`src/hw/corePkg.sv`:
```
package corePkg;

    localparam int xlen = 32;
    localparam int regAddrW = 5;

    typedef logic [xlen-1:0] word_t;
    typedef logic [regAddrW-1:0] regIdx_t;

    // opOther catches every unsupported RV32I major opcode
    typedef enum logic [6:0] {
        opLui    = 7'b0110111,
        opOpImm  = 7'b0010011,
        opOp     = 7'b0110011,
        opLoad   = 7'b0000011,
        opStore  = 7'b0100011,
        opBranch = 7'b1100011,
        opJal    = 7'b1101111,
        opOther  = 7'b0000000
    } opcode_t;

    typedef enum logic [1:0] {
        aluAdd,
        aluSub,
        aluPassB
    } aluOp_t;

    typedef enum logic [1:0] {
        resAlu,
        resMem,
        resPcPlus4
    } resultSrc_t;

    // everything execute and writeback need from one instruction
    typedef struct packed {
        word_t      pc;
        word_t      rs1Val;
        word_t      rs2Val;
        word_t      imm;
        regIdx_t    rd;
        aluOp_t     aluOp;
        logic       aluSrcImm;
        resultSrc_t resultSrc;
        logic       regWrite;
        logic       memRead;
        logic       memWrite;
        logic       isBranch;
        logic       branchOnEqual;
        logic       isJal;
    } decoded_t;

endpackage

```
`src/hw/coreIfs.sv`:
```
`timescale 1ns/1ps

// single-beat AXI4-style read address and read data channels
interface axiReadIf;
    corePkg::word_t araddr;
    logic           arvalid;
    logic           arready;
    corePkg::word_t rdata;
    logic           rvalid;
    logic           rready;

    modport manager (
        output araddr,
        output arvalid,
        input  arready,
        input  rdata,
        input  rvalid,
        output rready
    );

    modport subordinate (
        input  araddr,
        input  arvalid,
        output arready,
        output rdata,
        output rvalid,
        input  rready
    );
endinterface

// decode to execute
interface decExeIf;
    corePkg::decoded_t payload;
    logic              decValid;

    modport producer (output payload, output decValid);
    modport consumer (input payload, input decValid);
endinterface

// execute to memory access
interface exeMemIf;
    corePkg::decoded_t payload;
    corePkg::word_t    aluResult;
    logic              taken;
    corePkg::word_t    target;
    logic              exeValid;

    modport producer (
        output payload,
        output aluResult,
        output taken,
        output target,
        output exeValid
    );

    modport consumer (
        input payload,
        input aluResult,
        input taken,
        input target,
        input exeValid
    );
endinterface

```
`src/hw/fetchUnit.sv`:
```
`timescale 1ns/1ps

module fetchUnit #(
    parameter corePkg::word_t resetVector = 32'h0000_0000
) (
    input  logic           clock,
    input  logic           rst,
    input  logic           retire,
    input  corePkg::word_t nextPc,
    axiReadIf.manager      fetchBus,
    output logic           instValid,
    output corePkg::word_t instruction,
    output corePkg::word_t pc
);

    typedef enum logic {
        fetchIdle,
        fetchWait
    } fetchState_t;

    fetchState_t state;
    // first fetch after reset needs no retire
    logic        bootFetch;

    assign fetchBus.araddr = pc;
    assign fetchBus.rready = (state == fetchWait);

    always_ff @(posedge clock) begin
        if (rst) begin
            state            <= fetchIdle;
            bootFetch        <= 1'b1;
            fetchBus.arvalid <= 1'b0;
            instValid        <= 1'b0;
            pc               <= resetVector;
        end else begin
            instValid <= 1'b0;
            case (state)
                fetchIdle: begin
                    if (bootFetch || retire) begin
                        fetchBus.arvalid <= 1'b1;
                        bootFetch        <= 1'b0;
                        state            <= fetchWait;
                        if (retire) begin
                            pc <= nextPc;
                        end
                    end
                end
                fetchWait: begin
                    if (fetchBus.arvalid && fetchBus.arready) begin
                        fetchBus.arvalid <= 1'b0;
                    end
                    if (fetchBus.rvalid && fetchBus.rready) begin
                        instruction <= fetchBus.rdata;
                        instValid   <= 1'b1;
                        state       <= fetchIdle;
                    end
                end
                default: state <= fetchIdle;
            endcase
        end
    end

    // writeback must never overlap with the next instruction fetch
    retireWhileFetching: assert property (@(posedge clock) disable iff (rst)
        retire |-> state == fetchIdle);

endmodule

```
`src/hw/decodeUnit.sv`:
```
`timescale 1ns/1ps

module decodeUnit (
    input  logic            clock,
    input  logic            rst,
    input  logic            instValid,
    input  corePkg::word_t  instruction,
    input  corePkg::word_t  pc,
    input  logic            regWe,
    input  corePkg::regIdx_t regRd,
    input  corePkg::word_t  regData,
    decExeIf.producer       toExe
);

    // x0 is not stored
    corePkg::word_t    regs [1:31];
    corePkg::opcode_t  op;
    corePkg::decoded_t dec;
    corePkg::regIdx_t  rs1;
    corePkg::regIdx_t  rs2;
    logic [2:0]        funct3;
    logic [6:0]        funct7;
    corePkg::word_t    immI;
    corePkg::word_t    immS;
    corePkg::word_t    immB;
    corePkg::word_t    immU;
    corePkg::word_t    immJ;

    assign rs1    = instruction[19:15];
    assign rs2    = instruction[24:20];
    assign funct3 = instruction[14:12];
    assign funct7 = instruction[31:25];

    assign immI = {{20{instruction[31]}}, instruction[31:20]};
    assign immS = {{20{instruction[31]}}, instruction[31:25], instruction[11:7]};
    assign immB = {{19{instruction[31]}}, instruction[31], instruction[7],
                   instruction[30:25], instruction[11:8], 1'b0};
    assign immU = {instruction[31:12], 12'b0};
    assign immJ = {{11{instruction[31]}}, instruction[31], instruction[19:12],
                   instruction[20], instruction[30:21], 1'b0};

    always_comb begin
        case (instruction[6:0])
            corePkg::opLui:    op = corePkg::opLui;
            corePkg::opOpImm:  op = corePkg::opOpImm;
            corePkg::opOp:     op = corePkg::opOp;
            corePkg::opLoad:   op = corePkg::opLoad;
            corePkg::opStore:  op = corePkg::opStore;
            corePkg::opBranch: op = corePkg::opBranch;
            corePkg::opJal:    op = corePkg::opJal;
            default:           op = corePkg::opOther;
        endcase
    end

    always_comb begin
        dec        = '0;
        dec.pc     = pc;
        dec.rs1Val = (rs1 == '0) ? '0 : regs[rs1];
        dec.rs2Val = (rs2 == '0) ? '0 : regs[rs2];
        dec.rd     = instruction[11:7];
        // unsupported funct fields leave all controls low
        case (op)
            corePkg::opLui: begin
                dec.imm       = immU;
                dec.aluOp     = corePkg::aluPassB;
                dec.aluSrcImm = 1'b1;
                dec.regWrite  = 1'b1;
            end
            corePkg::opOpImm: begin
                dec.imm       = immI;
                dec.aluSrcImm = 1'b1;
                dec.regWrite  = (funct3 == 3'b000);
            end
            corePkg::opOp: begin
                dec.aluOp    = (funct7 == 7'b0100000) ? corePkg::aluSub : corePkg::aluAdd;
                dec.regWrite = (funct3 == 3'b000)
                    && (funct7 == 7'b0000000 || funct7 == 7'b0100000);
            end
            corePkg::opLoad: begin
                dec.imm       = immI;
                dec.aluSrcImm = 1'b1;
                dec.resultSrc = corePkg::resMem;
                dec.memRead   = (funct3 == 3'b010);
                dec.regWrite  = (funct3 == 3'b010);
            end
            corePkg::opStore: begin
                dec.imm       = immS;
                dec.aluSrcImm = 1'b1;
                dec.memWrite  = (funct3 == 3'b010);
            end
            corePkg::opBranch: begin
                dec.imm           = immB;
                dec.isBranch      = (funct3 == 3'b000 || funct3 == 3'b001);
                dec.branchOnEqual = (funct3 == 3'b000);
            end
            corePkg::opJal: begin
                dec.imm       = immJ;
                dec.resultSrc = corePkg::resPcPlus4;
                dec.regWrite  = 1'b1;
                dec.isJal     = 1'b1;
            end
            default: dec.imm = '0;
        endcase
    end

    always_ff @(posedge clock) begin
        if (regWe && regRd != '0) begin
            regs[regRd] <= regData;
        end
    end

    always_ff @(posedge clock) begin
        if (rst) begin
            toExe.decValid <= 1'b0;
        end else begin
            toExe.decValid <= instValid;
        end
        if (instValid) begin
            toExe.payload <= dec;
        end
    end

endmodule

```
`src/hw/executeUnit.sv`:
```
`timescale 1ns/1ps

module executeUnit (
    input  logic      clock,
    input  logic      rst,
    decExeIf.consumer fromDec,
    exeMemIf.producer toMem
);

    corePkg::word_t opB;
    corePkg::word_t aluOut;
    logic           takenNext;

    assign opB = fromDec.payload.aluSrcImm ? fromDec.payload.imm : fromDec.payload.rs2Val;

    always_comb begin
        case (fromDec.payload.aluOp)
            corePkg::aluSub:   aluOut = fromDec.payload.rs1Val - opB;
            corePkg::aluPassB: aluOut = opB;
            default:           aluOut = fromDec.payload.rs1Val + opB;
        endcase
    end

    // beq takes on equal, bne on not equal
    assign takenNext = fromDec.payload.isBranch
        && ((fromDec.payload.rs1Val == fromDec.payload.rs2Val)
            == fromDec.payload.branchOnEqual);

    always_ff @(posedge clock) begin
        if (rst) begin
            toMem.exeValid <= 1'b0;
        end else begin
            toMem.exeValid <= fromDec.decValid;
        end
        if (fromDec.decValid) begin
            toMem.payload   <= fromDec.payload;
            toMem.aluResult <= aluOut;
            toMem.taken     <= takenNext;
            toMem.target    <= fromDec.payload.pc + fromDec.payload.imm;
        end
    end

endmodule

```
`src/hw/memAccessUnit.sv`:
```
`timescale 1ns/1ps

module memAccessUnit (
    input  logic             clock,
    input  logic             rst,
    exeMemIf.consumer        fromExe,
    axiReadIf.manager        loadBus,
    output logic             awvalid,
    output corePkg::word_t   awaddr,
    input  logic             awready,
    output logic             wvalid,
    output corePkg::word_t   wdata,
    input  logic             wready,
    input  logic             bvalid,
    output logic             bready,
    output logic             retire,
    output corePkg::word_t   nextPc,
    output logic             regWe,
    output corePkg::regIdx_t regRd,
    output corePkg::word_t   regData
);

    typedef enum logic [1:0] {
        memIdle,
        memLoad,
        memStore,
        memRetire
    } memState_t;

    memState_t      state;
    corePkg::word_t loadData;
    corePkg::word_t pcPlus4;

    // execute holds its outputs until the next instruction
    assign loadBus.araddr = fromExe.aluResult;
    assign loadBus.rready = (state == memLoad);
    assign awaddr         = fromExe.aluResult;
    assign wdata          = fromExe.payload.rs2Val;
    assign bready         = (state == memStore);

    assign pcPlus4 = fromExe.payload.pc + 32'd4;
    assign retire  = (state == memRetire);
    assign regWe   = retire && fromExe.payload.regWrite;
    assign regRd   = fromExe.payload.rd;
    assign nextPc  = (fromExe.taken || fromExe.payload.isJal) ? fromExe.target : pcPlus4;

    always_comb begin
        case (fromExe.payload.resultSrc)
            corePkg::resMem:     regData = loadData;
            corePkg::resPcPlus4: regData = pcPlus4;
            default:             regData = fromExe.aluResult;
        endcase
    end

    always_ff @(posedge clock) begin
        if (rst) begin
            state           <= memIdle;
            loadBus.arvalid <= 1'b0;
            awvalid         <= 1'b0;
            wvalid          <= 1'b0;
        end else begin
            case (state)
                memIdle: begin
                    if (fromExe.exeValid) begin
                        if (fromExe.payload.memRead) begin
                            loadBus.arvalid <= 1'b1;
                            state           <= memLoad;
                        end else if (fromExe.payload.memWrite) begin
                            awvalid <= 1'b1;
                            wvalid  <= 1'b1;
                            state   <= memStore;
                        end else begin
                            state <= memRetire;
                        end
                    end
                end
                memLoad: begin
                    if (loadBus.arvalid && loadBus.arready) begin
                        loadBus.arvalid <= 1'b0;
                    end
                    if (loadBus.rvalid && loadBus.rready) begin
                        loadData <= loadBus.rdata;
                        state    <= memRetire;
                    end
                end
                memStore: begin
                    // AW and W may be accepted in either order
                    if (awready) begin
                        awvalid <= 1'b0;
                    end
                    if (wready) begin
                        wvalid <= 1'b0;
                    end
                    if (bvalid) begin
                        state <= memRetire;
                    end
                end
                default: state <= memIdle;
            endcase
        end
    end

    // write data only ever belongs to a decoded store
    wvalidOnlyForStore: assert property (@(posedge clock) disable iff (rst)
        wvalid |-> state == memStore && fromExe.payload.memWrite);

endmodule

```
`src/hw/readArbiter.sv`:
```
`timescale 1ns/1ps

module readArbiter (
    input  logic           clock,
    input  logic           rst,
    axiReadIf.subordinate  fetchBus,
    axiReadIf.subordinate  loadBus,
    output logic           arvalid,
    output corePkg::word_t araddr,
    input  logic           arready,
    input  logic           rvalid,
    input  corePkg::word_t rdata,
    output logic           rready
);

    // busy from address handshake to data handshake
    logic busy;
    logic ownerIsLoad;

    // load wins a tie
    assign arvalid          = !busy && (loadBus.arvalid || fetchBus.arvalid);
    assign araddr           = loadBus.arvalid ? loadBus.araddr : fetchBus.araddr;
    assign loadBus.arready  = !busy && arready;
    assign fetchBus.arready = !busy && !loadBus.arvalid && arready;

    assign loadBus.rvalid  = busy && ownerIsLoad && rvalid;
    assign fetchBus.rvalid = busy && !ownerIsLoad && rvalid;
    assign loadBus.rdata   = rdata;
    assign fetchBus.rdata  = rdata;
    assign rready          = busy && (ownerIsLoad ? loadBus.rready : fetchBus.rready);

    always_ff @(posedge clock) begin
        if (rst) begin
            busy        <= 1'b0;
            ownerIsLoad <= 1'b0;
        end else if (arvalid && arready) begin
            busy        <= 1'b1;
            ownerIsLoad <= loadBus.arvalid;
        end else if (rvalid && rready) begin
            busy <= 1'b0;
        end
    end

    // the recorded owner is the manager still waiting for its data
    ownerHeldWhileBusy: assert property (@(posedge clock) disable iff (rst)
        busy |-> (ownerIsLoad ? loadBus.rready : fetchBus.rready));

endmodule

```
`src/hw/fireCore.sv`:
```
`timescale 1ns/1ps

module fireCore #(
    parameter corePkg::word_t resetVector = 32'h0000_0000
) (
    input  logic           clock,
    input  logic           rst,
    output logic           arvalid,
    output corePkg::word_t araddr,
    input  logic           arready,
    input  logic           rvalid,
    input  corePkg::word_t rdata,
    output logic           rready,
    output logic           awvalid,
    output corePkg::word_t awaddr,
    input  logic           awready,
    output logic           wvalid,
    output corePkg::word_t wdata,
    input  logic           wready,
    input  logic           bvalid,
    output logic           bready
);

    axiReadIf fetchBus ();
    axiReadIf loadBus ();
    decExeIf  decExe ();
    exeMemIf  exeMem ();

    logic             instValid;
    corePkg::word_t   instruction;
    corePkg::word_t   pc;
    logic             retire;
    corePkg::word_t   nextPc;
    logic             regWe;
    corePkg::regIdx_t regRd;
    corePkg::word_t   regData;

    fetchUnit #(
        .resetVector(resetVector)
    ) fetch (
        .clock(clock),
        .rst(rst),
        .retire(retire),
        .nextPc(nextPc),
        .fetchBus(fetchBus),
        .instValid(instValid),
        .instruction(instruction),
        .pc(pc)
    );

    decodeUnit decode (
        .clock(clock),
        .rst(rst),
        .instValid(instValid),
        .instruction(instruction),
        .pc(pc),
        .regWe(regWe),
        .regRd(regRd),
        .regData(regData),
        .toExe(decExe)
    );

    executeUnit execute (
        .clock(clock),
        .rst(rst),
        .fromDec(decExe),
        .toMem(exeMem)
    );

    memAccessUnit memAccess (
        .clock(clock),
        .rst(rst),
        .fromExe(exeMem),
        .loadBus(loadBus),
        .awvalid(awvalid),
        .awaddr(awaddr),
        .awready(awready),
        .wvalid(wvalid),
        .wdata(wdata),
        .wready(wready),
        .bvalid(bvalid),
        .bready(bready),
        .retire(retire),
        .nextPc(nextPc),
        .regWe(regWe),
        .regRd(regRd),
        .regData(regData)
    );

    readArbiter arbiter (
        .clock(clock),
        .rst(rst),
        .fetchBus(fetchBus),
        .loadBus(loadBus),
        .arvalid(arvalid),
        .araddr(araddr),
        .arready(arready),
        .rvalid(rvalid),
        .rdata(rdata),
        .rready(rready)
    );

endmodule

```
`config.mk`:
```
export PLATFORM = sky130hd
export DESIGN_NAME = fireCore
export DESIGN_NICKNAME = d
export VERILOG_FILES = /design/src/hw/corePkg.sv /design/src/hw/coreIfs.sv /design/src/hw/fetchUnit.sv /design/src/hw/decodeUnit.sv /design/src/hw/executeUnit.sv /design/src/hw/memAccessUnit.sv /design/src/hw/readArbiter.sv /design/src/hw/fireCore.sv
export SDC_FILE = /design/constraint.sdc
export NUM_CORES = 2
export LEC_CHECK = 0
export BUFFER_PORTS_ARGS = -buffer_cell sky130_fd_sc_hd__buf_4
export CAP_MARGIN = 20
export CORE_MARGIN = 2
export CORE_UTILIZATION = 38
export DETAILED_ROUTE_END_ITERATION = 8
export PLACE_DENSITY = 0.57
export SKIP_LAST_GASP = 1
export SLEW_MARGIN = 20
export SYNTH_ARGS = -nofsm -noshare
export SYNTH_HDL_FRONTEND = slang
export SYNTH_SLANG_ARGS = --single-unit
```
`constraint.sdc`:
```
create_clock -name clock -period 7.7 [get_ports clock]
set_clock_uncertainty 0.15 [all_clocks]
set_input_delay 0.77 -clock clock [delete_from_list [all_inputs] [get_ports clock]]
set_output_delay 0.77 -clock clock [all_outputs]
set_load 0.01 [all_outputs]
```
# After elaboration in Yosys (flattened, before gate mapping)
# Memories as Yosys holds them, arrays and structs flattened. A register that Yosys moved wholly into a read port is not among the register bits.
# Index checks and enable logic that the tools add are counted.
# Widths: inputs -> output; s select.
# word_totals
reg_bits	329
mem_bits_rw	992
input_bits	39
memories	1
# mem_list
memory	words	word_bits	rd	rd_ports_with_merged_regs	wr	line	rtl
decode.regs	31	32	2	2	1	decodeUnit.sv:16	corePkg::word_t regs [1:31];
# op_classes
addsub	4
eq_ne	37
muxes	42
bitwise	2
reduce_logical	49
# op_table
cell	count
$pmux 32 s5	1
$pmux 32 s2	2
$mux 32	3
$add 32x32->32	2
$eq 7x6->1 const B	7
$pmux 7 s7	1
$add 32x3->32 const B	1
$eq 32x32->1	1
$sub 32x32->32	1
$eq 7x7->1 const B	4
$mux 1	22
$ne 2x2->1 const B	10
$logic_and 1x1->1	19
$eq 7x2->1 const B	2
$eq 7x5->1 const B	2
$reduce_and 3->1	4
$logic_not 5->1	2
$pmux 1 s2	5
$reduce_and 5->1	2
$eq 2x2->1 const B	4
$mux 2	4
$pmux 2 s2	2
$logic_not 7->1	1
$eq 2x1->1 const B	3
other kinds (17)	29

# Depth between registers and ports, before layout
# depth
ltp_word	6
ltp_mapped	19
ltp_nobuf	17

# By module
# From an unflattened synthesis, not the netlist that was laid out.
# unflattened
cells_unflattened	4649
area_unflattened_um2	70587.7
# by_module_without_submodules
module	instances	cells_per_inst	area_per_inst_um2	seq_area_each_um2
decodeUnit	1	2888	51398.0	34132.7
executeUnit	1	974	11493.5	6296.0
memAccessUnit	1	447	3598.5	1061.0
fetchUnit	1	223	2962.8	1681.6
readArbiter	1	117	1134.8	40.0

# Worst setup path after synthesis
# OpenSTA, ideal clock, no wires.
# synth_path
kind	flip-flop to flip-flop
start	register fetch.instValid
end	register, netlist name decode.toExe.payload[0]
t_arrival_ns	3.436
required_time_ns	7.033
slack_ns	3.597
path_stages_with_launch	1
n_path_buf	0
synth_period_minus_slack_ns	4.103
cell_sequence	dfxtp_1
# synth_rtl
element	line	rtl
start: declaration	fetchUnit.sv:11	output logic instValid,
start signal: assignment	fetchUnit.sv:33	instValid <= 1'b0;
start signal: assignment	fetchUnit.sv:36	instValid <= 1'b0;
start signal: assignment	fetchUnit.sv:54	instValid <= 1'b1;
# No word-level cell between the ends.

# Worst setup path after layout
# layout_path
start	register, netlist name decode.toExe.payload[8]
end	register execute.toMem.aluResult[29], data pin
# layout_between
elab_chain_len	3
elab_cells_between_ends	4
# layout_lines
element	line	rtl
$mux 32 *	executeUnit.sv:14	assign opB = fromDec.payload.aluSrcImm ? fromDec.payload.imm : fromDec.payload.rs2Val;
$add 32x32->32 / $sub 32x32->32 (equally long branches)	executeUnit.sv:20, executeUnit.sv:18	
$pmux 32 s2 *	executeUnit.sv:17	case (fromDec.payload.aluOp)
via execute.aluOut[29]	executeUnit.sv:11	corePkg::word_t aluOut;
end signal: assignment	executeUnit.sv:37	toMem.aluResult <= aluOut;
end: declaration	coreIfs.sv:50	output aluResult,
# The timed path passes the listed nets; every way through them passes the cells marked *.
# A chain may end at the register's enable or synchronous reset.

==> summary.md <==
| Metric | Value |
|---|---|
| Status | finished clean |
| Largest net degree at the start of global routing | 135 |
| Initial antenna violation count | 2 |
| # nets final | 4149 |
| Tmin final | 5.20 ns |
| Sequential area share after synthesis | 0.625 |
| Crit path launch type | flop |
| Total Wirelength | 209000 um |
| Final hold violation count | 0 |
| Area grow syn2layout | 14.1% |
| GR met1 Demand/Resource | 0.323 |
| Gr ovfl total | 0 |
| DP HPWL | 123000 um |
| Synth Flop Type | edfxtp_1 |
| Yosys top cell area share | 0.611 |
| Routed vias/inst | 6.00 |
| CP endpoint | execute.toMem.aluResult[29] |
| Reg-to-reg slack, setup | 2.50 ns |
| Fraction of the mapped netlist area in adder cells | 0.0139 |
| # IOs | 140 |
| Worst-skew pair later-pin latency | 0.82 ns |
| Ys async rst share | 0 |
| Remaining DRCs | 0 |
| Multi-input gate area | 23700 um^2 |
| Clock slew at reported path FFs | 0.06 ns |
| Drt pass-1 iters | 7 |
| Minimum hold slack | 0.0600 ns |
| Library cells used by synthesis | 91 |
| Gpl congestion | 0.899 |
| Place WS | 2.55 ns |
| WP data arrival | 5.62 ns |
| DR iter-0 viols | 4006 |
| Ranking of synthesized cells by area | edfxtp_1 (61%), mux4_2 (19%), mux2i_1 (3.0%), nor2_1 (1.8%), a21oi_1 (1.4%) |
| Worst r2r src | decode.toExe.payload[8] |
| Vias in the first global route | 38400 |
| #FFs+latches synth | 1385 |
| Post-synth EDFFs | 1340 |
| CP Data Required Time | 8.12 ns |
| FP Rows | 152 |
| Share of cells above drive strength 1 | 0.284 |
| Crit path kind | reg2reg |
| PortBufs | 139 |
| Worst r2r dst | execute.toMem.aluResult[29] |
| Mapped Area | 65800 um^2 |
| RSZ-0062 raised after global routing | false |
| Switching pwr | 3.33 mW |
| Reg power frac | 0.520 |
| Compound-Gate Fraction of Synth Area | 0.0480 |
| Setup_tns | 0 ns |
| Placed insts | 6167 |
| Combinational family with the most area after synthesis | multiplexers |
| Routed wirelength normalized by instance count | 32.3 um |
| Leak Pwr | 24.7 nW |
| Final worst slack | 2.50 ns |
| Design area | 75100 um^2 |
| First-pass GRT wire length | 292000 um |
| Core ar. | 172000 um^2 |
| Die area | 177000 um^2 |
| Starting Density | 0.383 |
| Slew Viols, Final | 0 |
| Final setup fails | 0 |
| Clock network fraction of design power | 0.459 |
| Synth warn | 0 |
| CP Capture Type | flop |
| GR peak layer | met2 |
| Final-layout fill cell count | 15100 |
| Worst slew margin | 0.280 |
| CP startpoint | decode.toExe.payload[8] |
| M3 GR Usage | 0.0383 |
| Critical Path Fanout Max | 35 |
| Met2 Track Usage GR | 0.388 |
| Maxcap violations | 0 |
| Portion of netlist area occupied by mux cells | 0.224 |
| Dpl cell area | 69900 um^2 |
| Max Clock Freq | 192 MHz |
| Clock Tree Root | clkbuf_16 |
| Yosys top cell by area | edfxtp_1 |
| Simple-gate portion of the synthesized area | 0.0485 |
| GRT Total Usage | 0.236 |
| Int Pwr | 12.4 mW |
| CTS sink cnt | 1385 |
| Worst-Margin Slew | 1.08 ns |
| CTS tree | yes |
| Final ANT Viol Nets | 0 |
| Sw Ratio | 0.211 |
| Xor/xnor share of the synthesized area | 0.0184 |
| Syn Inst Count | 3878 |
| Period utilization | 0.676 |
| Die width | 420 um |
| Worst reg2reg path depth | 17 |
| Syn nets | 3989 |
| Seq. cell area | 41100 um^2 |
| Post-Layout Cell Count | 6472 |
| Comb pwr share | 0.021 |
| Total clock buffers created by CTS | 151 |
| Die height | 420 um |
| Via count | 38800 |
| H-tree Lvls | 4 |
| Clock Tree Buf Depth | 3 |
| Max IR drop VDD | 0.146 mV |
| Synthesized area per cell | 17.0 um^2 |
| Power Density | 210 nW/um^2 |
| Hold crit path type | in2reg |
## cell usage after synthesis (46+ instances only)
library cell  instances
a21o_1               46
a21oi_1             189
buf_2                69
clkbuf_1            123
edfxtp_1           1340
ha_1                 70
mux2i_1             198
mux4_2              546
nand2_1             133
nor2_1              321
o21ai_0              96
xnor2_1              67
xor2_1               71
## stage by stage
step | total power [mW] | util
floorplan | 8.55 | -
global placement | 8.68 | 0.406
detailed placement | 8.68 | 0.406
CTS | 15.9 | 0.437
global route | 16.2 | 0.437
finish | 15.8 | 0.437
## power groups by stage
stage               registers [mW]  logic [mW]  clock network, mW
global placement              8.36       0.315                  0
floorplan                     8.35       0.206                  0
global route                  8.20       0.353               7.65
detailed placement            8.36       0.316                  0
CTS                           8.20       0.330               7.36
finish                        8.20       0.330               7.23
## sequential cells by signal, indices dropped and copies added, names as in the netlist, 32 cells and up
| name | flops |
|---|---|
| decode.toExe.payload | 144 |
| fetch.fetchBus.araddr | 32 |
| execute.toMem.target | 32 |
| execute.toMem.payload | 75 |
| fetch.instruction | 32 |
| memAccess.loadData | 32 |
| decode.regs | 992 |
| execute.toMem.aluResult | 32 |
## timing repair
action	CTS	global route
gates resized for setup	0	0
hold endpoints to repair	54	0
buffers inserted	0	0
setup endpoints to repair	0	0
hold buffers	28	0
## cell type report
type / instances / area share
Inverter: 40 / 0.00200
Timing Repair Buffer: 278 / 0.0308
Antenna cell: 1 / 0.0000333
Multi-Input combinational cell: 2182 / 0.316
Clock inverter: 93 / 0.0122
Tap cell: 2310 / 0.0385
Clock buffer: 183 / 0.0529
Sequential cell: 1385 / 0.548
## cells by family after synthesis
family                   Yosys count
AO/OA/AOI/OAI                    499
XOR/XNOR                         138
adder cells (fa/ha/maj)           72
buffers and inverters            311
flip-flops                      1385
multiplexers                     787
AND/OR/NAND/NOR                  686
## worst max-delay path, stage by stage, from the launching register on
cell and delay, ns:
edfxtp_1 0.39, buf_4 0.39, mux2i_1 0.36, ha_1 0.25, nand2_1 0.09, nor3_1 0.47
and2_1 0.29, a31oi_1 0.12, xor2_1 0.17, ha_1 0.41, and3_2 0.28, nand3_1 0.11
or2_0 0.23, a211oi_2 0.39, o21bai_1 0.15, a311oi_1 0.34, o21ai_0 0.13, a31o_1 0.22
## worst min-delay path by stage
stage                                  from                       end  depth (start not counted)
floorplan           decode.toExe.payload[0]  execute.toMem.payload[0]                          0
global placement    decode.toExe.payload[7]  execute.toMem.payload[7]                          0
detailed placement  decode.toExe.payload[0]  execute.toMem.payload[0]                          0
CTS                                rdata[6]      fetch.instruction[6]                          1
global route                       rdata[6]      fetch.instruction[6]                          1
finish                            rdata[17]     fetch.instruction[17]                          1
## cell usage in the layout (no fill, tap or decap), types with 8 or more instances in the layout
cell           instances
a21o_1                46
a21oi_1              189
a22oi_1               34
and3_1                12
buf_12                12
buf_4                237
bufinv_16             12
clkbuf_1              27
clkbuf_16            153
clkinv_1              25
clkinv_2              29
dfxtp_1               42
dlygate4sd3_1         28
edfxtp_1            1340
ha_1                  69
inv_1                 40
mux2_2                43
mux2i_1              198
mux4_2               546
nand2_1              133
nand2b_1              18
nand3_1               33
nand4_1               13
nor2_1               289
nor2_4                32
nor2b_1               21
nor3_1                37
nor3b_1               11
nor4_1                13
o211ai_1              10
o21ai_0               64
o21ai_2               27
o221ai_1              12
o22ai_1               15
or2_2                  8
or3_1                 25
xnor2_1               67
xor2_1                71
## layer usage
metal,routed length [um],up-vias
met5,13,-
met4,6620,2
met3,15500,320
met2,101000,1739
met1,85800,20600
li1,-,16100
No activity file was read; power rests on OpenSTA's default activity.
